==> src/rv_pc_counter.sv <==
//************************************************
// program counter, +4 or jump, reload on start
//************************************************

`timescale 1ns/10ps

module rv_pc_counter #(
  parameter logic [63:0] pc_reset = 64'd0
) (
  input  logic        clk,
  input  logic        arst_n,
  input  logic        restart,
  input  logic        advance,
  input  logic        jump,
  input  logic [63:0] target,
  output logic [63:0] pc
);

  logic [63:0] pc_q;

  always_ff @(posedge clk or negedge arst_n) begin
    if (!arst_n) begin
      pc_q <= pc_reset;
    end else if (restart) begin
      // rerun from the start address
      pc_q <= pc_reset;
    end else if (advance) begin
      // jal target or sequential
      pc_q <= jump ? target : pc_q + 64'd4;
    end
    // otherwise hold, covers halt and trap
  end

  assign pc = pc_q;

endmodule

==> config.mk <==
export PLATFORM = sky130hd
export DESIGN_NAME = rv_pc_counter
export DESIGN_NICKNAME = d
export VERILOG_FILES = /design/src/rv_pc_counter.sv
export SDC_FILE = /design/constraint.sdc
export NUM_CORES = 1
export LEC_CHECK = 0
export BUFFER_PORTS_ARGS = -buffer_cell sky130_fd_sc_hd__buf_2
export CORE_MARGIN = 4
export CORE_UTILIZATION = 40
export DETAILED_ROUTE_END_ITERATION = 16
export PLACE_DENSITY = 0.66
export SLEW_MARGIN = 20
export SYNTH_ARGS = -nofsm -noshare
export SYNTH_HDL_FRONTEND = slang
export SYNTH_SLANG_ARGS = --single-unit
==> constraint.sdc <==
create_clock -name clk -period 2.6 [get_ports clk]
set_input_delay 0.26 -clock clk [delete_from_list [all_inputs] [get_ports clk]]
set_output_delay 0.26 -clock clk [all_outputs]
set_load 0.03 [all_outputs]
==> flow_summary.toml <==
[outcome]
outcome = "completed"

[floorplanning]
die_area_um2 = 13560
floorplan.rows = 39
initial_core_util = 0.4103
core_region_um2 = 11470
fp.dieW_um = 116.5
io_pins = 133
die_h_um = 116.5

[setup_path]
critPathKind = "register to register"
path_delay_family = "simple AND/OR/NAND/NOR gates"
cp_num_buf_inv = 1
worstPathRequired_ns = 2.81
worst_path_largest_cell_delay_ns = 0.70
crit_fanout = 7
path_cells = "ha_1, nand3_1, or4_2, nor3_1, buf_4, a21oi_1, or3_1"
setup.worst_path.start_class = "register"
critical_path.slowest_cell = "sky130_fd_sc_hd__or4_2"
worstSetupEndpointType = "register"
arrival_ns = 2.72

[global_routing]
maximum_number_of_pins_on_one_net_before_global_route_repair = 59
first_pass_grt_wire_length_um = 29360
vias_in_the_first_global_route = 5382
antenna_found_initial = 0
gr-total-overflow = 0
track_usage = 0.2777

[place]
detailedPlacementHpwl_um = 13360
final_estimated_routing_congestion_in_global_placement = 0.9222
post_dp_cell_area_um2 = 5712
portBuffers = 132
dpl_worst_slack_ns = 0.1109

[cts]
clockBufferDepth = 2
clkTransAtPathRegs_ns = 0.05
cts.sink_count = 64
cts-buffers-inserted = 9
tritoncts = "yes"
post_cts.resized_instances = 0
clk_latency_ns = 0.34
clock-root-buffer = "sky130_fd_sc_hd__clkbuf_16"
h-tree-depth = 3

[yosys]
compound_gate_portion_of_the_synthesized_area = 0.2612
yosys_warnings = 0
synth.mux.area_fraction = 0.01702
post_synth_and_or_nand_nor_area_fraction = 0.3247
asyncSetResetFlopFracSynth = 1.000
synth.avg_cell_area_um2 = 7.880
post-synth-top-area-fraction = 0.3404
synth_area_leaders = "sky130_fd_sc_hd__dfrtp_1 (34%), sky130_fd_sc_hd__nand2_1 (4.8%), sky130_fd_sc_hd__a21oi_1 (4.6%), sky130_fd_sc_hd__nand4_1 (4.3%), sky130_fd_sc_hd__nand3_1 (4.1%)"
yosys.cell_count.top_type = "sky130_fd_sc_hd__dfrtp_1"
number_of_enable_flip_flop_cells_after_synthesis = 0
synth_adder_area_share = 0.002660
synth_seq_area_share = 0.3404
synth_xor_area_frac = 0
synth_ff_type = "sky130_fd_sc_hd__dfrtp_1"
syn_inst = 597
synth.cells.most_frequent = "sky130_fd_sc_hd__dfrtp_1 (64), sky130_fd_sc_hd__nand2_1 (60), sky130_fd_sc_hd__a21oi_1 (43), sky130_fd_sc_hd__nand3_1 (39)"
syn_nets = 667
synth.largest_area_cell = "sky130_fd_sc_hd__dfrtp_1"
netlist-cell-type-count = 60
synth_top_family_by_area = "simple AND/OR/NAND/NOR gates"
synth.ff_latch_count = 64
syn-cell-area_um2 = 4705

[sta]
report.final.slew_viol_count = 0
final-setup-viol-count = 0
final.setup.worst_slack_ns = 0.09163
timing.final.crit_share = 0.9648
period_minus_slack_ns = 2.508
max_slew_headroom = 0.5093
fin_worst_skew_ns = 0.005418
grt_setup_unrepaired = "true"
worst-slew-pin-transition_ns = 0.7334
final_hold_viol_count = 0
max_clock_freq_ghz = 0.3987

[run]
cap_viol_max_count = 0

[routing]
vias = 5693
routed_wirelength_um = 18650
route.antenna.remaining_nets = 0
drt_iter0_markers = 670
detail_route.drc_violations = 0
post_drt_via_cell_ratio = 6.368
wire_per_inst_um = 20.87
drt-pass1-iter-count = 6

[power_and_ir_drop]
power-per-cell-area_nw_per_um2 = 489.9
irDropWorstVdd_mv = 0.3564
power.static_leakage_uw = 0.002582

[layout]
largest_reg_flops = 64
post_route_cells_drive_above_1_share = 0.2943
synthToLayoutAreaGrowth_pct = 28.22
final_cell_area_um2 = 6032
antenna_cells = 0
final_nets = 816

[min_path]
worstHoldPathType = "input port to register"
tightest hold or removal path, delay by kind of cell:
kind            cells  cell delay (ns)
buf+inv             1             0.10
compound gates      1             0.05
simple gates        1             0.04
worst paths after layout:
kind                            from     end  slack (ns)  cells after the start
min reg2reg                    pc[1]   pc[1]        0.53                      2
min                        target[0]   pc[0]        0.16                      3
max in group asynchronous     arst_n  pc[50]        1.52                      3
max reg2reg                    pc[3]  pc[52]        0.09                      7
min in group asynchronous     arst_n  pc[36]        0.49                      2
max                            pc[3]  pc[52]        0.09                      7
stage by stage:
step	total power, uW	std cells	hold slack, ns	TNS (ns)	util
after global placement	1717	876	0.4954	0	0.4981
after global routing	3089	894	0.1564	-0.03313	0.5260
final	2955	894	0.1629	0	0.5260
after detailed placement	1725	876	0.5110	0	0.4981
after floorplan	1468	597	-0.03559	0	-
after CTS	2962	892	0.1572	0	0.5243
cells in the final DEF, fill, tap and decap left out, types with 4 or more instances in the layout:
cell type                   instances
sky130_fd_sc_hd__dfrtp_1           57
sky130_fd_sc_hd__and3_1            19
sky130_fd_sc_hd__a22oi_1           19
sky130_fd_sc_hd__and2_1             7
sky130_fd_sc_hd__a21oi_1           43
sky130_fd_sc_hd__clkbuf_16          9
sky130_fd_sc_hd__nor2_1            36
sky130_fd_sc_hd__o31ai_1            7
sky130_fd_sc_hd__dfrtp_2            7
sky130_fd_sc_hd__nand2_1           60
sky130_fd_sc_hd__mux2i_1            8
sky130_fd_sc_hd__a31oi_1           22
sky130_fd_sc_hd__nor3_1            16
sky130_fd_sc_hd__nand4_1           32
sky130_fd_sc_hd__o22ai_1            4
sky130_fd_sc_hd__buf_4             52
sky130_fd_sc_hd__a32o_1             4
sky130_fd_sc_hd__o211ai_1          14
sky130_fd_sc_hd__and4_1            10
sky130_fd_sc_hd__inv_1              8
sky130_fd_sc_hd__nand3_1           39
sky130_fd_sc_hd__or3_1              8
sky130_fd_sc_hd__nor2b_1            4
sky130_fd_sc_hd__buf_2            131
sky130_fd_sc_hd__o21ai_0           36
sky130_fd_sc_hd__a31o_2             5
sky130_fd_sc_hd__o21a_1             4
sky130_fd_sc_hd__or4_1             12
sky130_fd_sc_hd__a211oi_1           9
sky130_fd_sc_hd__nor4_1            21
where the power goes:
group	internal, uW	switching, uW	total (uW)
registers	1050	77.1	1130
logic	201	385	586
clock network	792	448	1240
kinds of logic (layout without fill, tap and decap cells):
group	Yosys count	count (layout)
AOI/OAI and AO/OA	188	188
adders and majority gates	1	1
buffers and inverters	56	210
and+or+nand+nor	280	280
muxes	8	8
DFF	64	64
layer usage:
metal,part of all wire,GRT usage,vias to the layer above
met5,0,0,-
met4,0.024,0.1029,0
met3,0.089,0.04456,37
met2,0.47,0.4394,329
met1,0.42,0.3835,2695
li1,-,-,2632
final cells by class:
type | instances | area [um^2]
fill | 1107 | 5435
sequential | 64 | 1610
inverter | 10 | 37.54
timing repair buffer | 184 | 1056
multi-input combinational | 477 | 2849
clock buffer | 13 | 260.3
clock inverter | 3 | 40.04
tap | 143 | 178.9
what timing repair did:
action                                  4_1_cts  5_1_grt
endpoints found under the setup margin        0        3
buffers inserted                              0        1
endpoints found under the hold margin         0       39
hold buffers                                  0        1
No activity file was read; power rests on OpenSTA's default activity.
