[config.mk]
export PLATFORM = sky130hd
export DESIGN_NAME = rv_regfile
export DESIGN_NICKNAME = d
export VERILOG_FILES = /design/src/rv_isa_pkg.sv /design/src/rv_regfile.sv
export SDC_FILE = /design/constraint.sdc
export NUM_CORES = 2
export LEC_CHECK = 0
export BUFFER_PORTS_ARGS = -buffer_cell sky130_fd_sc_hd__buf_4
export CAP_MARGIN = 20
export CORE_ASPECT_RATIO = 1.25
export CORE_MARGIN = 4
export CORE_UTILIZATION = 50
export CTS_BUF_LIST = sky130_fd_sc_hd__clkbuf_4 sky130_fd_sc_hd__clkbuf_8
export DETAILED_ROUTE_END_ITERATION = 16
export PLACE_DENSITY_LB_ADDON = 0.3
export SKIP_LAST_GASP = 1
export SLEW_MARGIN = 20
export SYNTH_ARGS = -nofsm -noshare
export SYNTH_HDL_FRONTEND = slang
export SYNTH_SLANG_ARGS = --single-unit
[constraint.sdc]
create_clock -name clk -period 3.9 [get_ports clk]
set_input_delay 0.195 -clock clk [delete_from_list [all_inputs] [get_ports clk]]
set_output_delay 0.195 -clock clk [all_outputs]
set_load 0.005 [all_outputs]
[src/rv_isa_pkg.sv]
//************************************************
// rv64 encoding: data width, major opcodes, funct
// values, instruction field layout, ebreak word
//************************************************

package rv_isa_pkg;

  // register and data path width
  localparam int xlen = 64;

  // major opcodes of the kept subset
  typedef enum logic [6:0] {
    op     = 7'b0110011,
    op_imm = 7'b0010011,
    lui    = 7'b0110111,
    auipc  = 7'b0010111,
    jal    = 7'b1101111,
    load   = 7'b0000011,
    store  = 7'b0100011,
    system = 7'b1110011
  } opcode_e;

  // funct3 for add/addi
  localparam logic [2:0] funct3_add = 3'b000;
  // funct3 for doubleword ld/sd
  localparam logic [2:0] funct3_d   = 3'b011;

  // r/i/s field layout, msb first
  // immediates are rebuilt from the raw word in the decoder
  typedef struct packed {
    logic [6:0] funct7;
    logic [4:0] rs2;
    logic [4:0] rs1;
    logic [2:0] funct3;
    logic [4:0] rd;
    opcode_e    opcode;
  } inst_t;

  // ebreak, system opcode with imm 1
  localparam logic [31:0] ebreak_word = 32'h0010_0073;

endpackage

[src/rv_regfile.sv]
//************************************************
// 32 x 64 register file, x0 reads as zero
//************************************************

`timescale 1ns/10ps

module rv_regfile (
  input  logic                        clk,
  input  logic                        arst_n,
  input  logic [4:0]                  rs1,
  input  logic [4:0]                  rs2,
  input  logic [4:0]                  rd,
  input  logic [rv_isa_pkg::xlen-1:0] wdata,
  input  logic                        wen,
  output logic [rv_isa_pkg::xlen-1:0] rdata_1,
  output logic [rv_isa_pkg::xlen-1:0] rdata_2
);

  // x1..x31 only, x0 has no storage
  logic [rv_isa_pkg::xlen-1:0] regs_q [1:31];

  always_ff @(posedge clk or negedge arst_n) begin
    if (!arst_n) begin
      for (int i = 1; i < 32; i++) begin
        regs_q[i] <= '0;
      end
    end else if (wen && (rd != 5'd0)) begin
      // writes to x0 dropped here
      regs_q[rd] <= wdata;
    end
  end

  // async read ports
  always_comb begin
    rdata_1 = '0;
    rdata_2 = '0;
    if (rs1 != 5'd0) begin
      rdata_1 = regs_q[rs1];
    end
    if (rs2 != 5'd0) begin
      rdata_2 = regs_q[rs2];
    end
  end

endmodule

==> results.sh <==
export IMPL_reg2reg_to="regs_q[934]"
export IMPL_start_kind="primary input"
export IMPL_area_growth_pct=12.6
export IMPL_irDropWorstVdd_uv=413
export IMPL_grt_max_degree=135
export IMPL_fmax_mhz=280
export IMPL_finalClockSkew_ns=0
export IMPL_finalSetupViolations=0
export IMPL_avgSynthCellArea_um2=13.1
export IMPL_slew_headroom_pct=15.5
export IMPL_crit_required_ns=3.70
export IMPL_h_tree_depth=5
export IMPL_globalplace_congestion=0.877
export IMPL_dp_worst_setup_slack_ns=0.458
export IMPL_finalSetupTns_ns=0
export IMPL_endpoint="rdata_1[46]"
export IMPL_cts_made_buffers=346
export IMPL_drt_iter0_markers=8091
export IMPL_synth_warnings=0
export IMPL_postCtsResizedCells=0
export IMPL_overflow=0
export IMPL_finalInstanceArea_um2=119000
export IMPL_cts_buffer_depth=4
export IMPL_place_area_um2=111000
export IMPL_crit_start="rs1[0]"
export IMPL_synth_cell_types=35
export IMPL_synth_edf_count=0
export IMPL_post_cts_setup_buffers=0
export IMPL_rows=188
export IMPL_routed_via_density=6.89
export IMPL_synthFlopType="dfrtp_1"
export IMPL_wirelength_mm=371
export IMPL_status="completed"
export IMPL_ant_nets=0
export IMPL_antenna_found_initial=39
export IMPL_worst_r2r_setup_slack_ns=3.07
export IMPL_post_drt_wl_per_cell_um=33.1
export IMPL_power_density_nw_per_um2=504
export IMPL_cts_tree="done"
export IMPL_worstReg2RegStart="regs_q[934]"
export IMPL_num_io_pins=210
export IMPL_grt_pass1_wl_mm=537
export IMPL_seqCellArea_um2=49600
export IMPL_rsz0062_at_grt="no"
export IMPL_syn_area_um2=106000
export IMPL_first_global_vias=79200
export IMPL_die_w_um=420
export IMPL_fillers=17000
export IMPL_end_kind="output pin"
export IMPL_hold_viol_final=0
export IMPL_ys_seq_area_share_pct=46.9
export IMPL_drv_slew=0
export IMPL_synth_net_count=8148
export IMPL_path_max_fanout=54
export IMPL_dp_hpwl_mm=222
export IMPL_start_util_pct=50.4
export IMPL_chipHeight_um=523
export IMPL_finalCritPeriodShare_pct=91.5
export IMPL_setup_ws_ns=0.333
export IMPL_insertion_delay_ns=1.08
export IMPL_regMostFlops="regs_q"
export IMPL_arrival_ns=3.37
export IMPL_p_leak_nw=54.3
export IMPL_num_nets_final=8269
export IMPL_async_flop_share_pct=100
export IMPL_multi_input_area_um2=52900
export IMPL_drc=0
export IMPL_clockRootBuffer="clkbuf_8"
export IMPL_synth_seq_cells=1984
export IMPL_cts_sinks=1984
export IMPL_critPathKind="primary input to output pin"
export IMPL_core_um2=210000
export IMPL_path_clk_slew_ns=0.06
export IMPL_fin_crit_ns=3.57
export IMPL_first_pass_iters=5
export IMPL_worstMarginPinSlew_ns=1.26
export IMPL_gr_usage_all_layers_pct=33.1
export IMPL_cts_hold_buf=73
export IMPL_drive_gt1_share_pct=42.3
export IMPL_die_area_um2=219000
export IMPL_port_buffers=209
export IMPL_drv_cap=0
export IMPL_top_regs="regs_q (1984)"
export IMPL_syn_instance_count=8066
export IMPL_p_total_mw=60.1
export IMPL_min_path_type="primary input to flip-flop"
export IMPL_vias=77100
export IMPL_rr_worst_depth=1
export IMPL_largest_reg_flops=1984
## Yosys cell counts, types with 80 or more instances
| cell | n | area [µm²] |
|---|---|---|
| clkbuf_1 | 468 | 1760 |
| o22ai_1 | 512 | 3200 |
| nor4_1 | 80 | 500 |
| nor3_1 | 307 | 1540 |
| a22oi_1 | 128 | 961 |
| a211oi_1 | 80 | 601 |
| dfrtp_1 | 1984 | 49600 |
| mux2_2 | 2091 | 23500 |
| a221o_1 | 128 | 1280 |
| buf_2 | 315 | 1580 |
| mux2i_1 | 1280 | 12800 |
| a21oi_1 | 80 | 400 |
| nor2b_1 | 91 | 569 |
| mux4_2 | 256 | 5770 |
## metal layers
layer  track usage [%]  share of wire (%)
met1              42.3                 38
met2              51.7                 46
met3              7.84                9.4
met4              18.9                6.4
met5                 0              0.031
## final cells by class
cell class / instances / share of cell area [%]
sequential: 1984 / 41.6
tap: 2755 / 2.89
timing repair buffer: 640 / 5.25
clock buffer: 543 / 5.63
antenna: 25 / 0.0525
clock inverter: 30 / 0.184
multi-input combinational: 5215 / 44.4
## worst max-delay path, stage by stage
cell and delay, ns:
buf_8 0.59, nor3b_2 0.36, buf_4 0.31, a22oi_1 0.35, a31oi_1 0.14, nor3_1 0.87, buf_4 0.31, buf_4 0.13
## placed cells by master, fill, tap and decap left out, types with 80 or more instances in the layout
master	n
mux4_2	256
a211oi_1	80
a221o_1	128
o22ai_1	512
dfrtp_1	1984
nor3_1	304
mux2_2	2091
clkbuf_4	122
mux2i_1	1280
a21oi_1	80
clkbuf_8	422
nor2b_1	86
buf_4	466
a22oi_1	128
buf_12	95
## report_power, final
group / switching [mW] / total (mW) / internal, mW
logic: 5.76 / 12.7 / 6.94
clock network: 8.68 / 19.6 / 10.9
registers: 3.14 / 27.8 / 24.6
total: 17.6 / 60.1 / 42.5
## cells by family after synthesis
kind of cell	count (synthesis)	synth area share (%)
mux	3648	40.0
compound gates	1024	6.77
simple gates	543	2.80
flops	1984	46.9
buf+inv	867	3.59
## metrics by stage
stage                     util, %  instances  hold WS [ns]
final                        56.7      11200         0.162
after global routing         56.7      11200         0.162
after CTS                    56.7      11200        0.0817
after detailed placement     53.0      10500         0.294
after global placement       53.0      10500         0.299
after floorplan                 -       8066        -0.101
## worst min path at each step
stage / startpoint / endpoint / slack (ns) / cells past startpoint
2_1_floorplan: arst_n / regs_q[0] / -0.10 / 0
3_3_place_gp: arst_n / regs_q[266] / 0.30 / 1
3_5_place_dp: arst_n / regs_q[330] / 0.29 / 1
4_1_cts: wdata[33] / regs_q[929] / 0.08 / 3
5_1_grt: arst_n / regs_q[127] / 0.16 / 3
6_report: wdata[0] / regs_q[1920] / 0.16 / 3
No activity file was read; power rests on OpenSTA's default activity.
