## src/rv_core_pkg.sv

```systemverilog
//************************************************
// core types: run state, alu ops, decoded inst,
// retire trace and memory load request
//************************************************

package rv_core_pkg;

  // run control states
  typedef enum logic [1:0] {
    idle    = 2'd0,
    run     = 2'd1,
    halted  = 2'd2,
    trapped = 2'd3
  } core_state_e;

  // alu ops, add also covers auipc and addresses
  typedef enum logic {
    add    = 1'b0,
    pass_b = 1'b1
  } alu_op_e;

  // decoder output
  typedef struct packed {
    logic [4:0]  rd;
    logic [4:0]  rs1;
    logic [4:0]  rs2;
    logic [63:0] imm;
    alu_op_e     alu_op;
    logic        use_imm;    // operand b from imm
    logic        use_pc;     // operand a from pc
    logic        reg_wen;
    logic        mem_ren;
    logic        mem_wen;
    logic        is_jal;
    logic        is_ebreak;
    logic        illegal;
  } dec_t;

  // one committed instruction
  // mem_addr is the 64-bit word index, address bits 32:3
  typedef struct packed {
    logic [63:0] pc;
    logic [31:0] inst;
    logic [4:0]  rd;
    logic        rd_wen;
    logic [63:0] rd_data;
    logic        mem_wen;
    logic [29:0] mem_addr;
  } retire_t;

  // external memory fill, one word per strobe
  typedef struct packed {
    logic        en;
    logic [31:0] idx;
    logic [63:0] data;
  } load_req_t;

endpackage

```

## src/rv_core_ctrl.sv

```systemverilog
//************************************************
// run control fsm: idle, run, halted, trapped
//************************************************

`timescale 1ns/10ps

module rv_core_ctrl (
  input  logic                     clk,
  input  logic                     arst_n,
  input  logic                     start,
  input  logic                     is_ebreak,
  input  logic                     illegal,
  output rv_core_pkg::core_state_e state,
  output logic                     restart,
  output logic                     commit
);

  rv_core_pkg::core_state_e state_q;
  rv_core_pkg::core_state_e state_d;

  always_ff @(posedge clk or negedge arst_n) begin
    if (!arst_n) begin
      state_q <= rv_core_pkg::idle;
    end else begin
      state_q <= state_d;
    end
  end

  always_comb begin
    state_d = state_q;
    case (state_q)
      rv_core_pkg::run: begin
        // trap wins, ebreak is legal
        if (illegal) begin
          state_d = rv_core_pkg::trapped;
        end else if (is_ebreak) begin
          state_d = rv_core_pkg::halted;
        end
      end
      default: begin
        // idle, halted, trapped all wait for start
        if (start) begin
          state_d = rv_core_pkg::run;
        end
      end
    endcase
  end

  // start ignored while running
  assign restart = start && (state_q != rv_core_pkg::run);
  // one legal instruction per run cycle
  assign commit  = (state_q == rv_core_pkg::run) && !illegal;
  assign state   = state_q;

endmodule

```

## config.mk

```make
export PLATFORM = sky130hd
export DESIGN_NAME = rv_core_ctrl
export DESIGN_NICKNAME = d
export VERILOG_FILES = /design/src/rv_core_pkg.sv /design/src/rv_core_ctrl.sv
export SDC_FILE = /design/constraint.sdc
export NUM_CORES = 1
export LEC_CHECK = 0
export BUFFER_PORTS_ARGS = -buffer_cell sky130_fd_sc_hd__buf_2
export CAP_MARGIN = 10
export CELL_PAD_IN_SITES_DETAIL_PLACEMENT = 1
export CELL_PAD_IN_SITES_GLOBAL_PLACEMENT = 2
export CORE_AREA = 3 3 40 42
export CTS_CLUSTER_SIZE = 25
export DETAILED_ROUTE_END_ITERATION = 6
export DIE_AREA = 0 0 43 45
export PLACE_DENSITY = 0.47
export SLEW_MARGIN = 15
export SYNTH_ARGS = -nofsm -noshare
export SYNTH_HDL_FRONTEND = slang
export SYNTH_SLANG_ARGS = --single-unit
```

## constraint.sdc

```tcl
create_clock -name clk -period 1.67 [get_ports clk]
set_input_delay 0.334 -clock clk [delete_from_list [all_inputs] [get_ports clk]]
set_output_delay 0.334 -clock clk [all_outputs]
set_load 0.01 [all_outputs]
```

==> metrics.csv <==
stage,metric,value,unit
synthesis,sequential fraction of the synthesis area,48.8,%
timing,FMAX,0.710,GHz
die,Initial Util,7.98,%
critical_path,CP required,1.34,ns
place,Place WS,0.490,ns
timing,Final setup viols,0,
layout,max reg flops,2,
die,Ports,9,
synthesis,post-synthesis cell area,103,um^2
synthesis,Unique masters post-synth,7,
detailed_routing,# DRC,0,
layout,Storage cell area,50.0,um^2
detailed_routing,post-route ant nets,0,
critical_path,R2R Setup Slk,0.73,ns
detailed_routing,DRT Pass-1 Iters,2,
clocking,CTS root buffer,clkbuf_4,
synthesis,simple-gate portion of the synthesized area,28.0,%
status,outcome,finished clean,
critical_path,Buf/Inv on CP,1,
timing,Sum Neg Setup Slack,0,ns
critical_path,"slowest stage cell, crit path",dfrtp_1,
clocking,H-tree depth,1,
clocking,"Setup Fix Bufs, Post-CTS",0,
die,core area,1280,um^2
critical_path,cell family with most CP delay,flip-flops,
power,sw frac,31.9,%
timing,Final WS setup,0.262,ns
timing,clk_skew,0.00109,ns
power,combinational share of power,39.2,%
critical_path,critical path peak fanout,4,
layout,Multi-input gate area,45.0,um^2
critical_path,CP startpoint kind,flip-flop,
timing,worst slew pin tran,0.158,ns
power,Net Sw Power,99.6,uW
critical_path,Worst Path Arrival,1.07,ns
grt,number of global-route vias before repair,120,
clocking,"Clk Latency, worst-skew pair",0.22,ns
critical_path,worst path cell trace,"nand2b_4, and2_2, buf_2",
clocking,CTS Buf Count,3,
timing,RSZ-0062 raised after global routing,no,
power,Clk pwr share,33.2,%
critical_path,Crit Path Class,reg2out,
synthesis,Yosys reg bits,2,
die,Die Ht,45,um
timing,Max Slew Vio Count,0,
synthesis,area share of fa/ha/maj cells after synthesis,0,%
power,PwrDens,1610,nW/um^2
synthesis,Synthesis Warnings,0,
clocking,post-CTS resize count,0,
synthesis,Synth Instances,10,
min_path,worst hold stages,2,
power,Peak supply drop,222,uV
min_path,worst hold path type,in2reg,
clocking,Bufs on Longest Clock Path,2,
timing,final hold viol count,0,
layout,nets@finish,29,
critical_path,r2r worst-path depth,2,
power,power consumption,313,uW
layout,Syn-to-layout area delta,89.0,%
detailed_routing,vias per cell,2.97,
critical_path,Worst R2R Start,state[1],
layout,Filler cells,155,
synthesis,post-synthesis compound-gate area fraction,15.9,%
grt,largest net degree at the start of global routing,5,
grt,initial antenna violation count,0,
clocking,# clock sinks,2,
critical_path,R2R Path End,state[0],
clocking,Worst-path clk slew,0.03,ns
synthesis,"Avg Cell Area, Syn",10.3,um^2
layout,fraction of layout cells with a size suffix above 1,59.1,%
grt,GRT Util Overall,4.25,%
grt,first-pass GRT wire length,489,um
power,part of the power in registers,27.6,%
clocking,CTS tree,built,
synthesis,XOR/XNOR Fraction of Synth Area,0,%
detailed_routing,routed vias,110,
die,row count,13,
die,Die W,43,um
layout,diode count,0,
critical_path,Critical Path Sink Type,primary output,
die,DIE AREA,1940,um^2
synthesis,post-synthesis mux area share,0,%
run,Max-cap violations,0,
timing,minimum clock period,1.41,ns
grt,gr ovfl total,0,
detailed_routing,final WL,299,um
synthesis,Syn Nets,15,
min_path,Hold Path Origin,start,
critical_path,max incr delay on CP,0.38,ns
place,port buffer count,8,
power,Leak,0.101,nW
place,gpl congestion,0.683,
power,internal power,213,uW
synthesis,largest family of logic cells by synthesized area,simple AND/OR/NAND/NOR gates,
timing,Tcrit/Tclk final,84.3,%
detailed_routing,WL/cell,8.08,um
detailed_routing,DR iter-0 viols,2,
min_path,hold worst-path end,state[1],
timing,Slew headroom,89.4,%
## power groups by stage
stage          clock network (mW)  registers, mW  logic (mW)
2_1_floorplan                   0         0.0942      0.0658
6_report                    0.104         0.0863       0.122
3_3_place_gp                    0         0.0846       0.121
5_1_grt                     0.119         0.0906       0.136
3_5_place_dp                    0         0.0867       0.122
4_1_cts                     0.111         0.0864       0.124
## kinds of logic (layout without fill, tap and decap cells)
group                  count (synthesis)  after routing
AND/OR/NAND/NOR                        4              4
AO/OA/AOI/OAI                          2              2
flip-flops                             2              2
buffers and inverters                  2             14
## routing by layer
layer	up-vias	wire (um)	track usage, %
met1	44	151	4.10
met2	9	95	3.59
li1	57	-	-
met4	0	0	7.23
met3	0	52	3.98
met5	-	0	0
## stage by stage
| step | instance area (um^2) | instances | utilization [%] | hold slack [ns] |
|---|---|---|---|---|
| after floorplan | 103 | 10 | - | 0.0384 |
| after global placement | 161 | 33 | 12.6 | 0.121 |
| after detailed placement | 161 | 33 | 12.6 | 0.124 |
| after CTS | 194 | 37 | 15.1 | 0.319 |
| after global routing | 194 | 37 | 15.1 | 0.334 |
| final | 194 | 37 | 15.1 | 0.326 |
## cells in the mapped netlist
| library cell | count | area, um^2 |
|---|---|---|
| dfrtp_1 | 2 | 50.1 |
| inv_1 | 2 | 7.51 |
| nor2_1 | 2 | 7.51 |
| and2_2 | 1 | 7.51 |
| nand2b_4 | 1 | 13.8 |
| o22ai_1 | 1 | 6.26 |
| o32a_1 | 1 | 10.0 |
## how the worst max path moves through the flow
| stage | from | endpoint | cells after the start |
|---|---|---|---|
| after floorplan | state[1] | restart | 2 |
| after global placement | state[1] | restart | 3 |
| after detailed placement | state[1] | restart | 3 |
| after CTS | state[1] | restart | 3 |
| after global routing | state[1] | restart | 3 |
| final | state[1] | restart | 3 |
## layout make-up
class	instances	area share, %
tap	15	9.68
sequential	2	25.8
inverter	2	3.87
clock buffer	3	11.6
multi-input combinational	6	23.2
timing repair buffer	9	25.8
## layout by cell type, fill, tap and decap left out
cell type / synthesis / final
buf_2: 0 / 8
clkbuf_4: 0 / 3
nor2_1: 2 / 2
inv_1: 2 / 2
dfrtp_1: 2 / 2
nand2b_4: 1 / 1
and2_2: 1 / 1
o32a_1: 1 / 1
o22ai_1: 1 / 1
dlygate4sd3_1: 0 / 1
## timing repair
item / in CTS / in global routing
endpoints found under the setup margin: 0 / 0
hold endpoints to repair: 2 / 0
hold buffers: 1 / 0
Power figures use the tool's default switching activity.
