<file path="src/rv_isa_pkg.sv">
//************************************************
// rv64 encoding: data width, major opcodes, funct
// values, instruction field layout, ebreak word
//************************************************

package rv_isa_pkg;

  // register and data path width
  localparam int xlen = 64;

  // major opcodes of the kept subset
  typedef enum logic [6:0] {
    op     = 7'b0110011,
    op_imm = 7'b0010011,
    lui    = 7'b0110111,
    auipc  = 7'b0010111,
    jal    = 7'b1101111,
    load   = 7'b0000011,
    store  = 7'b0100011,
    system = 7'b1110011
  } opcode_e;

  // funct3 for add/addi
  localparam logic [2:0] funct3_add = 3'b000;
  // funct3 for doubleword ld/sd
  localparam logic [2:0] funct3_d   = 3'b011;

  // r/i/s field layout, msb first
  // immediates are rebuilt from the raw word in the decoder
  typedef struct packed {
    logic [6:0] funct7;
    logic [4:0] rs2;
    logic [4:0] rs1;
    logic [2:0] funct3;
    logic [4:0] rd;
    opcode_e    opcode;
  } inst_t;

  // ebreak, system opcode with imm 1
  localparam logic [31:0] ebreak_word = 32'h0010_0073;

endpackage

</file>
<file path="src/rv_core_pkg.sv">
//************************************************
// core types: run state, alu ops, decoded inst,
// retire trace and memory load request
//************************************************

package rv_core_pkg;

  // run control states
  typedef enum logic [1:0] {
    idle    = 2'd0,
    run     = 2'd1,
    halted  = 2'd2,
    trapped = 2'd3
  } core_state_e;

  // alu ops, add also covers auipc and addresses
  typedef enum logic {
    add    = 1'b0,
    pass_b = 1'b1
  } alu_op_e;

  // decoder output
  typedef struct packed {
    logic [4:0]  rd;
    logic [4:0]  rs1;
    logic [4:0]  rs2;
    logic [63:0] imm;
    alu_op_e     alu_op;
    logic        use_imm;    // operand b from imm
    logic        use_pc;     // operand a from pc
    logic        reg_wen;
    logic        mem_ren;
    logic        mem_wen;
    logic        is_jal;
    logic        is_ebreak;
    logic        illegal;
  } dec_t;

  // one committed instruction
  // mem_addr is the 64-bit word index, address bits 32:3
  typedef struct packed {
    logic [63:0] pc;
    logic [31:0] inst;
    logic [4:0]  rd;
    logic        rd_wen;
    logic [63:0] rd_data;
    logic        mem_wen;
    logic [29:0] mem_addr;
  } retire_t;

  // external memory fill, one word per strobe
  typedef struct packed {
    logic        en;
    logic [31:0] idx;
    logic [63:0] data;
  } load_req_t;

endpackage

</file>
<file path="src/rv_decoder.sv">
//************************************************
// combinational decoder, inst word to dec_t
//************************************************

`timescale 1ns/10ps

module rv_decoder (
  input  logic [31:0]        inst,
  output rv_core_pkg::dec_t  dec
);

  rv_isa_pkg::inst_t f;
  logic [63:0] imm_i;
  logic [63:0] imm_s;
  logic [63:0] imm_u;
  logic [63:0] imm_j;

  assign f = rv_isa_pkg::inst_t'(inst);

  // sign-extended immediates, all taken from bit 31
  assign imm_i = {{52{inst[31]}}, inst[31:20]};
  assign imm_s = {{52{inst[31]}}, inst[31:25], inst[11:7]};
  assign imm_u = {{32{inst[31]}}, inst[31:12], 12'b0};
  assign imm_j = {{43{inst[31]}}, inst[31], inst[19:12], inst[20], inst[30:21], 1'b0};

  always_comb begin
    dec        = '0;
    dec.rd     = f.rd;
    dec.rs1    = f.rs1;
    dec.rs2    = f.rs2;
    dec.alu_op = rv_core_pkg::add;
    case (f.opcode)
      rv_isa_pkg::op: begin
        // add only, sub and others trap
        dec.reg_wen = 1'b1;
        dec.illegal = (f.funct3 != rv_isa_pkg::funct3_add) || (f.funct7 != 7'd0);
      end
      rv_isa_pkg::op_imm: begin
        dec.imm     = imm_i;
        dec.use_imm = 1'b1;
        dec.reg_wen = 1'b1;
        dec.illegal = f.funct3 != rv_isa_pkg::funct3_add;
      end
      rv_isa_pkg::lui: begin
        dec.imm     = imm_u;
        dec.use_imm = 1'b1;
        dec.alu_op  = rv_core_pkg::pass_b;
        dec.reg_wen = 1'b1;
      end
      rv_isa_pkg::auipc: begin
        dec.imm     = imm_u;
        dec.use_imm = 1'b1;
        dec.use_pc  = 1'b1;
        dec.reg_wen = 1'b1;
      end
      rv_isa_pkg::jal: begin
        // link value and target built in top
        dec.imm     = imm_j;
        dec.is_jal  = 1'b1;
        dec.reg_wen = 1'b1;
      end
      rv_isa_pkg::load: begin
        dec.imm     = imm_i;
        dec.use_imm = 1'b1;
        dec.mem_ren = 1'b1;
        dec.reg_wen = 1'b1;
        dec.illegal = f.funct3 != rv_isa_pkg::funct3_d;
      end
      rv_isa_pkg::store: begin
        dec.imm     = imm_s;
        dec.use_imm = 1'b1;
        dec.mem_wen = 1'b1;
        dec.illegal = f.funct3 != rv_isa_pkg::funct3_d;
      end
      rv_isa_pkg::system: begin
        // only the exact ebreak word, ecall and csr ops trap
        dec.is_ebreak = inst == rv_isa_pkg::ebreak_word;
        dec.illegal   = inst != rv_isa_pkg::ebreak_word;
      end
      default: begin
        dec.illegal = 1'b1;
      end
    endcase
    // no side effects from a trapping word
    if (dec.illegal) begin
      dec.reg_wen = 1'b0;
      dec.mem_ren = 1'b0;
      dec.mem_wen = 1'b0;
      dec.is_jal  = 1'b0;
    end
  end

endmodule

</file>
<file path="config.mk">
export PLATFORM = sky130hd
export DESIGN_NAME = rv_decoder
export DESIGN_NICKNAME = d
export VERILOG_FILES = /design/src/rv_isa_pkg.sv /design/src/rv_core_pkg.sv /design/src/rv_decoder.sv
export SDC_FILE = /design/constraint.sdc
export NUM_CORES = 1
export LEC_CHECK = 0
export BUFFER_PORTS_ARGS = -buffer_cell sky130_fd_sc_hd__buf_2
export CAP_MARGIN = 5
export CORE_UTILIZATION = 30
export DETAILED_ROUTE_END_ITERATION = 8
export PLACE_DENSITY = 0.75
export REMOVE_ABC_BUFFERS = 1
export SLEW_MARGIN = 5
export SYNTH_ARGS = -nofsm -noshare
export SYNTH_HDL_FRONTEND = slang
export SYNTH_SLANG_ARGS = --single-unit
export TNS_END_PERCENT = 30
</file>
<file path="constraint.sdc">
create_clock -name vclk -period 1.7
set_input_delay 0.085 -clock vclk [all_inputs]
set_output_delay 0.085 -clock vclk [all_outputs]
set_load 0.05 [all_outputs]
</file>
==> results.py <==
metrics = {
    "sta": {
        "final_max_slew_viol_count": 0,
        "rsz0062_at_grt": "false",
        "min_period_ps": 1600,
        "period_share_pct": 94.0,
        "tightest_slew_ps": 406,
        "slew_headroom_pct": 72.7,
        "setup_viol": 0,
        "max_freq_mhz": 626,
        "hold_violations": 0,
        "setup_tns_ps": 0,
        "holdWs_ps": 486,
    },
    "synth": {
        "synth_top_area_share_pct": 34.7,
        "avgSynthCellArea_sq_um": 6.91,
        "yosys_warnings": 0,
        "synth_cells": 147,
        "yosysUniqueCellTypes": 35,
        "synthesis.area_sq_um": 1020,
        "synth.top_cells.by_area": "buf_4 35%, a21o_1 15%, and2_2 3.7%",
        "synth_area_leader_cell": "buf_4",
        "synth.yosys.seq_area_share_pct": 0,
    },
    "routing": {
        "dr.pass1.iters": 4,
        "vias_per_cell": 4.63,
        "num_vias": 1241,
        "drt_iter0_drc": 33,
        "wire_per_inst_microns": 12.4,
        "ant_nets": 0,
        "drt_wl_total_mm": 3.32,
        "remaining_drc_errors": 0,
    },
    "worst_setup_path": {
        "cp_max_fo": 9,
        "critical_path_class": "in2out",
        "arrival_ps": 1510,
        "crit_required_ps": 1620,
        "critPathLaunchType": "input pin",
        "end_kind": "primary output",
    },
    "floorplan": {
        "coreArea_sq_um": 3130,
        "num_io_pins": 120,
        "die_x_microns": 60.2,
        "initial_utilization_pct": 32.5,
        "die_y_microns": 60.2,
        "num_rows": 20,
        "die_area_sq_um": 3620,
    },
    "finish": {
        "drive_above_1_share_pct": 64.3,
        "insertedDiodeCount": 0,
        "areaGrowthSynthToFinish_pct": 34.7,
        "layout.area.seq_sq_um": 0,
        "clkbuf_count": 0,
        "final_net_count": 258,
        "seq_cell_count": 0,
    },
    "placement": {
        "numPortBuffers": 120,
        "gp_congestion": 0.866,
        "dp_hpwl_mm": 2.85,
    },
    "job": {
        "cap_violations": 0,
    },
    "clock_tree": {
        "cts_setup_buffers": 0,
        "cts_hold_buffers": 0,
        "cts_resized": 0,
    },
    "global_route": {
        "grt_max_degree": 34,
        "grt_usage_pct": 16.6,
        "antenna_found_initial": 0,
        "grt_pass1_vias": 1002,
        "grt_overflow": 0,
        "grt_pass1_wl_mm": 4.69,
    },
    "power": {
        "power.density_nw_per_um2": 252,
        "leakage_uw": 0.00102,
        "total_power_uw": 344,
        "ir_drop_mv": 0.210,
    },
    "run_status": {
        "status": "completed",
    },
    "worst_hold_path": {
        "hold_class": "in2out",
    },
}
-- metal layers --
metal	vias up	wire length, microns	track usage, %
met3	0	220	1.08
met2	57	1790	31.6
met1	556	1310	21.2
li1	628	-	-
met5	-	0	0
met4	0	0	0
-- report_power, final --
part / switching [uW] / internal [uW]
logic: 250 / 94.1
registers: 0 / 0
clock network: 0 / 0
-- stage by stage --
step           std cells  utilization (%)  area (sq um)  setup slack (ps)
2_1_floorplan         92                -           611             -9830
3_3_place_gp         268             43.8          1370              99.1
3_5_place_dp         268             43.8          1370               102
4_1_cts              268             43.8          1370              96.3
5_1_grt              268             43.8          1370              9.01
6_report             268             43.8          1370               102
-- worst max-delay path: stages --
cell and delay, ps:
buf_2 140, or3_4 420, o31ai_1 370, a21oi_1 100
and3_1 180, buf_2 200
-- Yosys cell counts (4+ instances only) --
cell and count:
a21o_1 20, a21oi_1 5, a22o_1 4, and2_1 4
and2_2 5, buf_4 47, nand2_1 5, nor2_1 7
nor3_1 5, nor4_1 5
-- cell usage in the layout, fill, tap and decap left out, types with 4 or more instances in the layout --
cell type,count
nand2_1,5
nor4_1,5
a21o_1,20
buf_2,120
and2_1,4
a21oi_1,5
buf_4,11
nor3_1,5
a22o_1,4
and2_2,5
nor2_1,7
-- worst paths after layout --
path	start	endpoint	slack, ps	cells past startpoint
worst max-delay path	inst[6]	dec[5]	100	6
worst min-delay path	inst[9]	dec[85]	490	2
-- logic make-up (layout without fill, tap and decap cells) --
| group | after synthesis | after routing | share of synthesized area (%) |
|---|---|---|---|
| buffers and inverters | 56 | 133 | 40.3 |
| AND/OR/NAND/NOR | 53 | 53 | 30.8 |
| AO/OA/AOI/OAI | 38 | 38 | 28.9 |
-- layout make-up --
cell class                      count  area, sq um
Fill cell                         351         1760
Inverter                            1         3.75
Multi-Input combinational cell     91          607
Tap cell                           44         55.1
Timing Repair Buffer              132          703
No activity file was read; power rests on OpenSTA's default activity.
