==> src/rv_isa_pkg.sv <==
//************************************************
// rv64 encoding: data width, major opcodes, funct
// values, instruction field layout, ebreak word
//************************************************

package rv_isa_pkg;

  // register and data path width
  localparam int xlen = 64;

  // major opcodes of the kept subset
  typedef enum logic [6:0] {
    op     = 7'b0110011,
    op_imm = 7'b0010011,
    lui    = 7'b0110111,
    auipc  = 7'b0010111,
    jal    = 7'b1101111,
    load   = 7'b0000011,
    store  = 7'b0100011,
    system = 7'b1110011
  } opcode_e;

  // funct3 for add/addi
  localparam logic [2:0] funct3_add = 3'b000;
  // funct3 for doubleword ld/sd
  localparam logic [2:0] funct3_d   = 3'b011;

  // r/i/s field layout, msb first
  // immediates are rebuilt from the raw word in the decoder
  typedef struct packed {
    logic [6:0] funct7;
    logic [4:0] rs2;
    logic [4:0] rs1;
    logic [2:0] funct3;
    logic [4:0] rd;
    opcode_e    opcode;
  } inst_t;

  // ebreak, system opcode with imm 1
  localparam logic [31:0] ebreak_word = 32'h0010_0073;

endpackage

==> src/rv_core_pkg.sv <==
//************************************************
// core types: run state, alu ops, decoded inst,
// retire trace and memory load request
//************************************************

package rv_core_pkg;

  // run control states
  typedef enum logic [1:0] {
    idle    = 2'd0,
    run     = 2'd1,
    halted  = 2'd2,
    trapped = 2'd3
  } core_state_e;

  // alu ops, add also covers auipc and addresses
  typedef enum logic {
    add    = 1'b0,
    pass_b = 1'b1
  } alu_op_e;

  // decoder output
  typedef struct packed {
    logic [4:0]  rd;
    logic [4:0]  rs1;
    logic [4:0]  rs2;
    logic [63:0] imm;
    alu_op_e     alu_op;
    logic        use_imm;    // operand b from imm
    logic        use_pc;     // operand a from pc
    logic        reg_wen;
    logic        mem_ren;
    logic        mem_wen;
    logic        is_jal;
    logic        is_ebreak;
    logic        illegal;
  } dec_t;

  // one committed instruction
  // mem_addr is the 64-bit word index, address bits 32:3
  typedef struct packed {
    logic [63:0] pc;
    logic [31:0] inst;
    logic [4:0]  rd;
    logic        rd_wen;
    logic [63:0] rd_data;
    logic        mem_wen;
    logic [29:0] mem_addr;
  } retire_t;

  // external memory fill, one word per strobe
  typedef struct packed {
    logic        en;
    logic [31:0] idx;
    logic [63:0] data;
  } load_req_t;

endpackage

==> src/rv_alu.sv <==
//************************************************
// alu, 64-bit add or pass of operand b
//************************************************

`timescale 1ns/10ps

module rv_alu (
  input  rv_core_pkg::alu_op_e         op,
  input  logic [rv_isa_pkg::xlen-1:0]  a,
  input  logic [rv_isa_pkg::xlen-1:0]  b,
  output logic [rv_isa_pkg::xlen-1:0]  result
);

  always_comb begin
    case (op)
      // add, addi, auipc, ld/sd address
      rv_core_pkg::add: begin
        result = a + b;
      end
      // lui, upper imm straight through
      rv_core_pkg::pass_b: begin
        result = b;
      end
      default: begin
        result = a + b;
      end
    endcase
  end

endmodule

==> config.mk <==
export PLATFORM = sky130hd
export DESIGN_NAME = rv_alu
export DESIGN_NICKNAME = d
export VERILOG_FILES = /design/src/rv_isa_pkg.sv /design/src/rv_core_pkg.sv /design/src/rv_alu.sv
export SDC_FILE = /design/constraint.sdc
export NUM_CORES = 1
export LEC_CHECK = 0
export CAP_MARGIN = 15
export CORE_MARGIN = 2
export CORE_UTILIZATION = 45
export DETAILED_ROUTE_END_ITERATION = 6
export DONT_BUFFER_PORTS = 1
export GPL_ROUTABILITY_DRIVEN = 0
export PLACE_DENSITY_LB_ADDON = 0.1
export SLEW_MARGIN = 0
export SYNTH_ARGS = -nofsm -noshare
export SYNTH_HDL_FRONTEND = slang
export SYNTH_SLANG_ARGS = --single-unit
==> constraint.sdc <==
create_clock -name vclk -period 4.2
set_input_delay 0.42 -clock vclk [all_inputs]
set_output_delay 0.42 -clock vclk [all_outputs]
set_load 0.005 [all_outputs]
==> impl_summary.md, run 1 <==
Run status
The run finished with clean final reports.

Worst setup path
By startpoint and endpoint, the worst setup path is classified as input pin to output pin. The worst-path maximum fanout is 5. Data on the critical path is required at its endpoint by 3.78 ns.

The data arrival time at the worst-slack endpoint is 3.23 ns. The worst setup path is captured at an output pin. The critical path launch point type is an input pin.

Synthesis
The total of warnings raised by yosys is 0. By area the synthesized netlist is led by sky130_fd_sc_hd__ha_1 (16%), sky130_fd_sc_hd__nand2_1 (9.5%), sky130_fd_sc_hd__a21oi_1 (8.8%), sky130_fd_sc_hd__o21ai_0 (8.8%), sky130_fd_sc_hd__a21o_1 (6.4%). In the post-synthesis netlist, the cell with the most instances is sky130_fd_sc_hd__nand2_1. The number of different library cells used by synthesis comes to 75. In this run the mean area of a mapped cell was 6.48 µm². When the netlist entered floorplanning its net count stood at 938. The largest area contributor in the netlist is sky130_fd_sc_hd__ha_1. The commonest cells after synthesis are sky130_fd_sc_hd__nand2_1 (122), sky130_fd_sc_hd__a21oi_1 (85), sky130_fd_sc_hd__o21ai_0 (85). The mapped cell area is 0.00483 mm². The area fraction of the dominant cell type after synthesis is 0.163.

The cell count after synthesis came out at 745. The share of the Yosys chip area taken by registers is 0.

Die
The die covers 0.0116 mm². Row generation in the floorplan step produced 37 rows. For this design the top-level I/O count stands at 193.

The core region area is 0.0104 mm². The width of the die is 108 µm. The initial utilization of the core area, before any placement, comes to 0.466.

The chip height is 108 µm.

Global route
The total overflow left after global routing is 0. The initial antenna violation count came to 0. The first-pass GRT wire length is 23.6 mm. The total routing usage reported by global routing is 0.240. The via count of the first global-routing pass came to 5072. The pin count of the biggest net entering global routing is 129.

Layout
In the final layout, the share of cells above drive strength 1 is 0.0412. The total inserted antenna cells is 0. The count of sequential standard cells is 0. The clock buffers instantiated in the layout total 0.

From synthesis to final layout, the design area changed by -0.984%. The multi-input combinational cells in the finished layout cover a total of 0.00452 mm². The number of nets in the final layout is 899. The count of cells in the finished layout, fillers not included, comes to 840. Summing all flip-flop and latch instances after layout gives 0 µm². Fill cells in the final layout number 1156.

STA
The max-slew violation total from the final report is 0. The post-route fraction of the period consumed by the critical path is 0.868. The highest attainable clock frequency is 274 MHz. Setup violations remaining at the end of the flow were counted as 0. The total negative slack is 0 ns. After layout, the worst setup slack is 0.553 ns. For the pin with the worst max-slew slack, the measured transition is 0.577 ns. Setup repair after global routing left no endpoint under its margin. The final hold violation count came to 0. The tightest hold path in the finished design has a slack of 0.921 ns. Counting I/O delays and the setup requirement, the final critical path takes 3.65 ns. The worst slew slack as a fraction of its limit is 0.612.

Routing
The number of detailed-routing iterations run before antenna repair is 5. The starting DRC count in detailed routing is 285. After detailed routing, the average wire length per cell comes to 17.7 µm. Detailed routing placed a total of 6.87 mm of wire on met2. In the routed design, unresolved DRC markers number 0. The highest metal layer used by the detailed router is met4. Using the TritonRoute via totals, the vias-per-cell ratio works out to 6.35. The wire length on met3 is 1.14 mm. The count of nets left with antenna violations after detail routing is 0. For this block, wires on met1 add up to 6.65 mm.

The final route contains 5330 vias. Summed over all layers, the routed wires come to 14.9 mm.

Power and ir drop
The leakage component of the power is 2.03 nW. The peak supply drop is 62.0 µV. Dividing total power by cell area gives a power density of 154 mW/mm².

Hold path
In this run the worst hold path is classified as input pin to output pin.

Placed design
The detailed placement HPWL is 12.6 mm. The worst-case setup slack after placement is 0.574 ns. The quantity of I/O buffers inserted on ports is 0.

The number of placed instances, taps included, is 840.

Job
The total of max-cap violations is 0.

CTS
Once the clock tree was built, the resizer swapped 0 gates to a different size. After clock tree synthesis, the flow added hold-fix buffers numbering 0. The total setup buffers inserted after CTS is 0.
## through the flow
| step | total power [W] | cell area [µm²] | util |
|---|---|---|---|
| 2_1_floorplan | 0.000608 | 4830 | - |
| 3_3_place_gp | 0.000721 | 4780 | 0.461 |
| 3_5_place_dp | 0.000727 | 4780 | 0.461 |
| 4_1_cts | 0.000731 | 4780 | 0.461 |
| 5_1_grt | 0.000820 | 4780 | 0.461 |
| 6_report | 0.000736 | 4780 | 0.461 |
## worst paths after layout
path / slack, ns / end / startpoint / depth (start not counted)
worst max-delay path: 0.55 / result[58] / a[0] / 11
worst min-delay path: 0.92 / result[60] / op / 1
## cells by family after synthesis
logic type               Yosys count  share of synthesized area
AO/OA/AOI/OAI                    312                      0.427
AND/OR/NAND/NOR                  253                      0.243
adder cells (fa/ha/maj)           64                      0.167
buffers and inverters             63                     0.0637
XOR/XNOR                          48                     0.0870
multiplexers                       5                     0.0119
## cell type report
class	instances	area share
tap	136	0.0356
timing repair buffer	2	0.00314
multi-input combinational	682	0.946
inverter	20	0.0157
## critical path, stage by stage
cell and delay, ns:
sky130_fd_sc_hd__ha_1 0.21, sky130_fd_sc_hd__fa_1 0.41, sky130_fd_sc_hd__a21oi_1 0.25, sky130_fd_sc_hd__o21ai_2 0.13
sky130_fd_sc_hd__a211oi_1 0.45, sky130_fd_sc_hd__or3_1 0.19, sky130_fd_sc_hd__o221ai_1 0.15, sky130_fd_sc_hd__o21ba_2 0.31
sky130_fd_sc_hd__a21bo_2 0.24, sky130_fd_sc_hd__nor4_1 0.27, sky130_fd_sc_hd__a221o_1 0.18
## power breakdown
part	switching (W)	leakage, nW	total, W	internal [W]
registers	0	0	0	0
logic	0.000446	2.03	0.000736	0.000290
clock network	0	0	0	0
total	0.000446	2.03	0.000736	0.000290
## per-layer routing
| layer | track usage | vias up |
|---|---|---|
| li1 | - | 2698 |
| met4 | 0.0357 | 0 |
| met1 | 0.324 | 2421 |
| met2 | 0.414 | 195 |
| met5 | 0 | - |
| met3 | 0.0333 | 16 |
## layout by cell type (no fill, tap or decap), drive strengths merged, types with 3 or more instances in the layout
master,synthesis,routed
a311oi,4,4
nand3,14,14
and2,3,3
nor4,6,6
nor2b,5,5
o211ai,8,8
a21o,43,43
a2111oi,5,5
o21bai,17,17
a211oi,10,10
nand4,18,18
o31ai,8,8
nor4b,3,3
nor3,18,18
xor2,21,21
a221o,3,3
o21ba,3,3
a21boi,3,3
and3,10,10
nand2,122,122
mux2,3,3
a21oi,86,86
inv,19,19
a211o,4,4
xnor2,27,27
ha,63,63
or3,3,3
nor2,39,39
o21a,7,7
o21ai,88,88
and4,3,3
a31oi,7,7
No activity file was read; power rests on OpenSTA's default activity.
==> run 2: changes to the inputs <==
--- a/config.mk
+++ b/config.mk
@@ -6,12 +6,15 @@
 export NUM_CORES = 1
 export LEC_CHECK = 0
 export CAP_MARGIN = 15
+export CELL_PAD_IN_SITES_DETAIL_PLACEMENT = 2
+export CELL_PAD_IN_SITES_GLOBAL_PLACEMENT = 2
 export CORE_MARGIN = 2
-export CORE_UTILIZATION = 45
+export CORE_UTILIZATION = 35
 export DETAILED_ROUTE_END_ITERATION = 6
 export DONT_BUFFER_PORTS = 1
 export GPL_ROUTABILITY_DRIVEN = 0
 export PLACE_DENSITY_LB_ADDON = 0.1
+export SETUP_SLACK_MARGIN = 0.15
 export SLEW_MARGIN = 0
 export SYNTH_ARGS = -nofsm -noshare
 export SYNTH_HDL_FRONTEND = slang
==> impl_summary.md, run 2 (same netlist as run 1, synthesis figures left out) <==
CTS
Hold repair after CTS inserted 0 buffers. After clock tree synthesis, the setup repair step added 0 buffers. The number of gates resized after CTS was 0.

Global route
The layer with the highest usage is met2. The global routing met3 resource utilization is 0.0404. For this run, the total global-route usage over all layers was measured as 0.249. The via count of the first global-routing pass came to 5886. For met2 alone, demand over resource in global routing was 0.452.

The pin count of the biggest net entering global routing is 129. The first-pass GRT wire length is 30.4 mm. The initial antenna violation count is 0. For this run, global-route usage on met1 was measured as 0.321. The overflow left after global routing is 0.

Power and ir drop
The power density relative to cell area is 160 mW/mm². IR analysis of the VDD net gives a maximum drop of 43.3 µV. The total power draw is 0.000776 W.

For this design the static power due to leakage is 2.04 nW.

Run status
The flow ran to the end, and the final reports show no timing, DRC or antenna violations.

STA
Summed over all failing endpoints, the final setup total negative slack is 0 ns. The highest attainable clock frequency is 266 MHz. The final worst setup slack is 0.434 ns.

For the pin with the worst max-slew slack, the measured transition is 0.745 ns. Setup violations remaining at the end of the flow were counted as 0. Dividing the final minimum period by the clock period gives 0.897. The max-slew violation total from the final report was 0.

The final hold violation count was 0. The worst slew slack as a fraction of its limit is 0.490. The final critical delay including setup and external delays is 3.77 ns. Setup repair after global routing left no endpoint under its margin.

Worst setup path
The data required time at the worst endpoint is 3.78 ns. The worst-path maximum fanout is 5. STA classifies the critical path endpoint as an output pin. The critical path launch point type is an input pin. The classification of the worst setup path is input pin to output pin. The data arrival time at the worst-slack endpoint is 3.35 ns.

Die
The overall die area is 0.0148 mm². The core region area is 0.0133 mm². The top-level I/O count is 193. The total number of placement rows is 42. The initial standard-cell utilization of the core is 0.362.

The width of the die is 121 µm. The floorplan step set the die height to 121 µm.

Placed design
Port buffering added 0 buffers. The area after detailed placement is 0.00485 mm². The worst-case setup slack after placement is 0.451 ns. Once detailed placement completed, the half-perimeter wirelength came to 16.2 mm.

Layout
Leaving out fill and tap cells, the most frequent cell in the layout is sky130_fd_sc_hd__nand2_1. The count of sequential standard cells is 0. The total inserted antenna cells is 0. The share of the core filled with cells in the final layout is 0.363. The net count of the finished layout is 901. In the final layout, the share of cells above drive strength 1 is 0.0439. The number of clock buffers in the layout is 0.

The area growth from synthesis to layout is 0.363%. The design area is 0.00485 mm². Leaving out fill and tap cells, the most frequent cells in the layout are sky130_fd_sc_hd__nand2_1 (122), sky130_fd_sc_hd__a21oi_1 (85), sky130_fd_sc_hd__o21ai_0 (85).

Registers take 0 µm².

Routing
The number of detailed-routing iterations run before antenna repair is 4. In the final routed layout, each cell accounts on average for 21.5 µm. Once detail routing completed, the nets flagged for antenna violations numbered 0.

The final wirelength is 18.9 mm. The total DRC errors in the routed layout is 0. For this block, the via count after detailed routing is 5519. The via count normalized by instance count is 6.26. The starting DRC count in detailed routing is 226.

Hold path
The tightest min-delay check is of the input pin to output pin type.

Job
The total of max-cap violations is 0.
[run 2: path summary, 6_finish.rpt]
check             startpoint         end  depth (start not counted)
setup / recovery        a[0]  result[58]                         11
hold / removal            op  result[60]                          1
[run 2: metrics by stage]
step,hold WS (ns),std cells
5_1_grt,0.908,882
4_1_cts,0.909,882
6_report,0.916,882
3_3_place_gp,0.905,882
2_1_floorplan,0.938,745
3_5_place_dp,0.908,882
[run 2: critical path, stage by stage]
cell and delay [ns]:
sky130_fd_sc_hd__ha_1 0.22, sky130_fd_sc_hd__fa_1 0.42, sky130_fd_sc_hd__a21oi_1 0.26, sky130_fd_sc_hd__o21ai_2 0.15, sky130_fd_sc_hd__a211oi_1 0.44, sky130_fd_sc_hd__or3_1 0.19, sky130_fd_sc_hd__o221ai_1 0.16, sky130_fd_sc_hd__o21ba_2 0.30
sky130_fd_sc_hd__a21bo_2 0.24, sky130_fd_sc_hd__nor4_1 0.30, sky130_fd_sc_hd__a221o_1 0.23
[run 2: layout make-up]
| cell class | instances | area, µm² |
|---|---|---|
| repair buffers | 4 | 30.0 |
| inverters | 20 | 75.1 |
| well taps | 176 | 220 |
| multi-input cells | 682 | 4520 |
| fillers | 1698 | 8500 |
[run 2: report_power, final]
part	total, W	switching, W	internal, W	leakage, nW
Sequential	0	0	0	0
Clock	0	0	0	0
Combinational	0.000776	0.000483	0.000293	2.04
Total	0.000776	0.000483	0.000293	2.04
[run 2: layer usage]
metal / vias up / part of all wire / wire length [µm]
li1: 2700 / - / -
met1: 2668 / 0.45 / 8510
met2: 139 / 0.48 / 9090
met3: 12 / 0.061 / 1160
met4: 0 / 0.0097 / 183
met5: - / 0 / 0
==> run 3: changes to the inputs <==
--- a/config.mk
+++ b/config.mk
@@ -14,6 +14,7 @@
 export DONT_BUFFER_PORTS = 1
 export GPL_ROUTABILITY_DRIVEN = 0
 export PLACE_DENSITY_LB_ADDON = 0.1
+export RECOVER_POWER = 50
 export SETUP_SLACK_MARGIN = 0.15
 export SLEW_MARGIN = 0
 export SYNTH_ARGS = -nofsm -noshare
==> impl_summary.md, run 3 (same netlist as run 1, synthesis figures left out) <==
Routing
The final wirelength is 19.0 mm. The via count normalized by instance count is 6.25. The number of detailed-routing iterations run before antenna repair is 4. The number of vias in the routed layout is 5516. After detailed routing, the average wire length per cell comes to 21.5 µm. The starting DRC count in detailed routing is 229. The count of nets left with antenna violations after detail routing is 0. The total DRC errors in the routed layout is 0.

Layout
Leaving out fill and tap cells, the most frequent cell in the layout is sky130_fd_sc_hd__nand2_1. The fraction of layout instances using a drive strength above 1 is 0.0354. The total inserted antenna cells is 0.

The count of sequential standard cells is 0. The share of the core filled with cells in the final layout is 0.361. Leaving out fill and tap cells, the most frequent cells in the layout are sky130_fd_sc_hd__nand2_1 (122), sky130_fd_sc_hd__a21oi_1 (85), sky130_fd_sc_hd__o21ai_0 (85). In the final layout, flip-flops and latches occupy 0 µm².

The number of nets in the final layout is 901. The area overhead of the layout relative to synthesis is -0.129%. The number of clock buffers in the layout is 0.

Global route
The via count of the first global-routing pass is 5886. Entering global routing, the biggest net connects 129 pins. The overflow left after global routing is 0. The initial antenna violation count is 0.

In the global route stage, overall resource usage came out at 0.249. The first-pass GRT wire length is 30.4 mm.

Die
The floorplan step defined a core boundary enclosing 0.0133 mm². The initial standard-cell utilization of the core is 0.362. The top-level I/O count is 193. The floorplan has 42 rows. Measured along the y axis, the die boundary spans 121 µm. The width of the die is 121 µm.

The overall die area is 0.0148 mm².

Placed design
The quantity of I/O buffers inserted on ports is 0. Detailed placement finished with a half-perimeter wire length of 16.2 mm.

Worst setup path
The capturing element type of the critical path is an output pin. Of all nets on the critical path, the largest fanout is 7. The worst setup path is launched from an input pin. The critical path capture point is result[60]. The most critical setup path has its startpoint at a[0]. The worst setup path is of the input pin to output pin kind. The data arrival time at the worst-slack endpoint is 3.46 ns. Data on the critical path is required at its endpoint by 3.78 ns.

STA
The final critical delay including setup and external delays is 3.88 ns. Setup violations remaining at the end of the flow were counted as 0. In the finished design, the share of the clock period the worst path needs comes to 0.925. Derived from the worst setup path, the maximum achievable clock frequency is 258 MHz. The worst slew slack as a fraction of its limit is 0.504. The max-slew violation total from the final report is 0. Summed over all failing endpoints, the final setup total negative slack is 0 ns.

Setup repair after global routing left no endpoint under its margin. The slew at the pin with the worst max-slew slack is 0.725 ns. The worst hold slack is 0.919 ns. The final hold violation count is 0.

Power and ir drop
The peak supply drop is 43.0 µV. The power density relative to cell area is 159 mW/mm². The leakage component of the power is 2.04 nW. After layout, the design draws a total of 0.000769 W.

CTS
The count of hold buffers inserted by post-cts repair is 0. After clock tree synthesis, the setup repair step added 0 buffers. Post-CTS repair changed the size of 0 cells.

Job
The total of max-cap violations is 0.

Hold path
The path class of the lowest-slack min-delay path is input pin to output pin.

Run status
The flow ran to the end, and the final reports show no timing, DRC or antenna violations.
run 3: worst min path at each step:
stage	startpoint	end	slack (ns)	depth (start not counted)
3_3_place_gp	op	result[60]	0.90	1
5_1_grt	op	result[60]	0.91	1
3_5_place_dp	op	result[60]	0.91	1
4_1_cts	op	result[60]	0.91	1
2_1_floorplan	b[40]	result[40]	0.94	2
6_report	op	result[60]	0.92	1
run 3: area by class of cell:
type | count | area [µm²]
fillers | 1702 | 8520
multi-input cells | 682 | 4510
well taps | 176 | 220
inverters | 20 | 75.1
repair buffers | 4 | 22.5
run 3: metrics by stage:
| stage | instance area (µm²) | instances | setup slack (ns) |
|---|---|---|---|
| 3_3_place_gp | 4850 | 882 | 0.565 |
| 4_1_cts | 4850 | 882 | 0.424 |
| 3_5_place_dp | 4850 | 882 | 0.451 |
| 2_1_floorplan | 4830 | 745 | 0.940 |
| 6_report | 4820 | 882 | 0.317 |
| 5_1_grt | 4820 | 882 | 0.145 |
run 3: metal layers:
metal  up-vias  routed length, µm  track usage
li1       2699                  -            -
met1      2661               8500        0.321
met3        12               1170       0.0404
met5         -                  0            0
met2       144               9100        0.452
met4         0                183       0.0208
run 3: report_power, final:
group	leakage (nW)	internal, W	switching (W)
Clock	0	0	0
Combinational	2.04	0.000289	0.000480
Sequential	0	0	0
run 3: worst max-delay path, stage by stage:
cell and delay [ns]:
sky130_fd_sc_hd__ha_1 0.19, sky130_fd_sc_hd__fa_1 0.24, sky130_fd_sc_hd__a21oi_1 0.12, sky130_fd_sc_hd__o21ai_2 0.26, sky130_fd_sc_hd__a2111oi_0 0.15, sky130_fd_sc_hd__nor3_1 0.46, sky130_fd_sc_hd__a32oi_2 0.25, sky130_fd_sc_hd__a211o_4 0.45
sky130_fd_sc_hd__a2111oi_4 0.34, sky130_fd_sc_hd__mux2_4 0.34, sky130_fd_sc_hd__a221oi_2 0.25
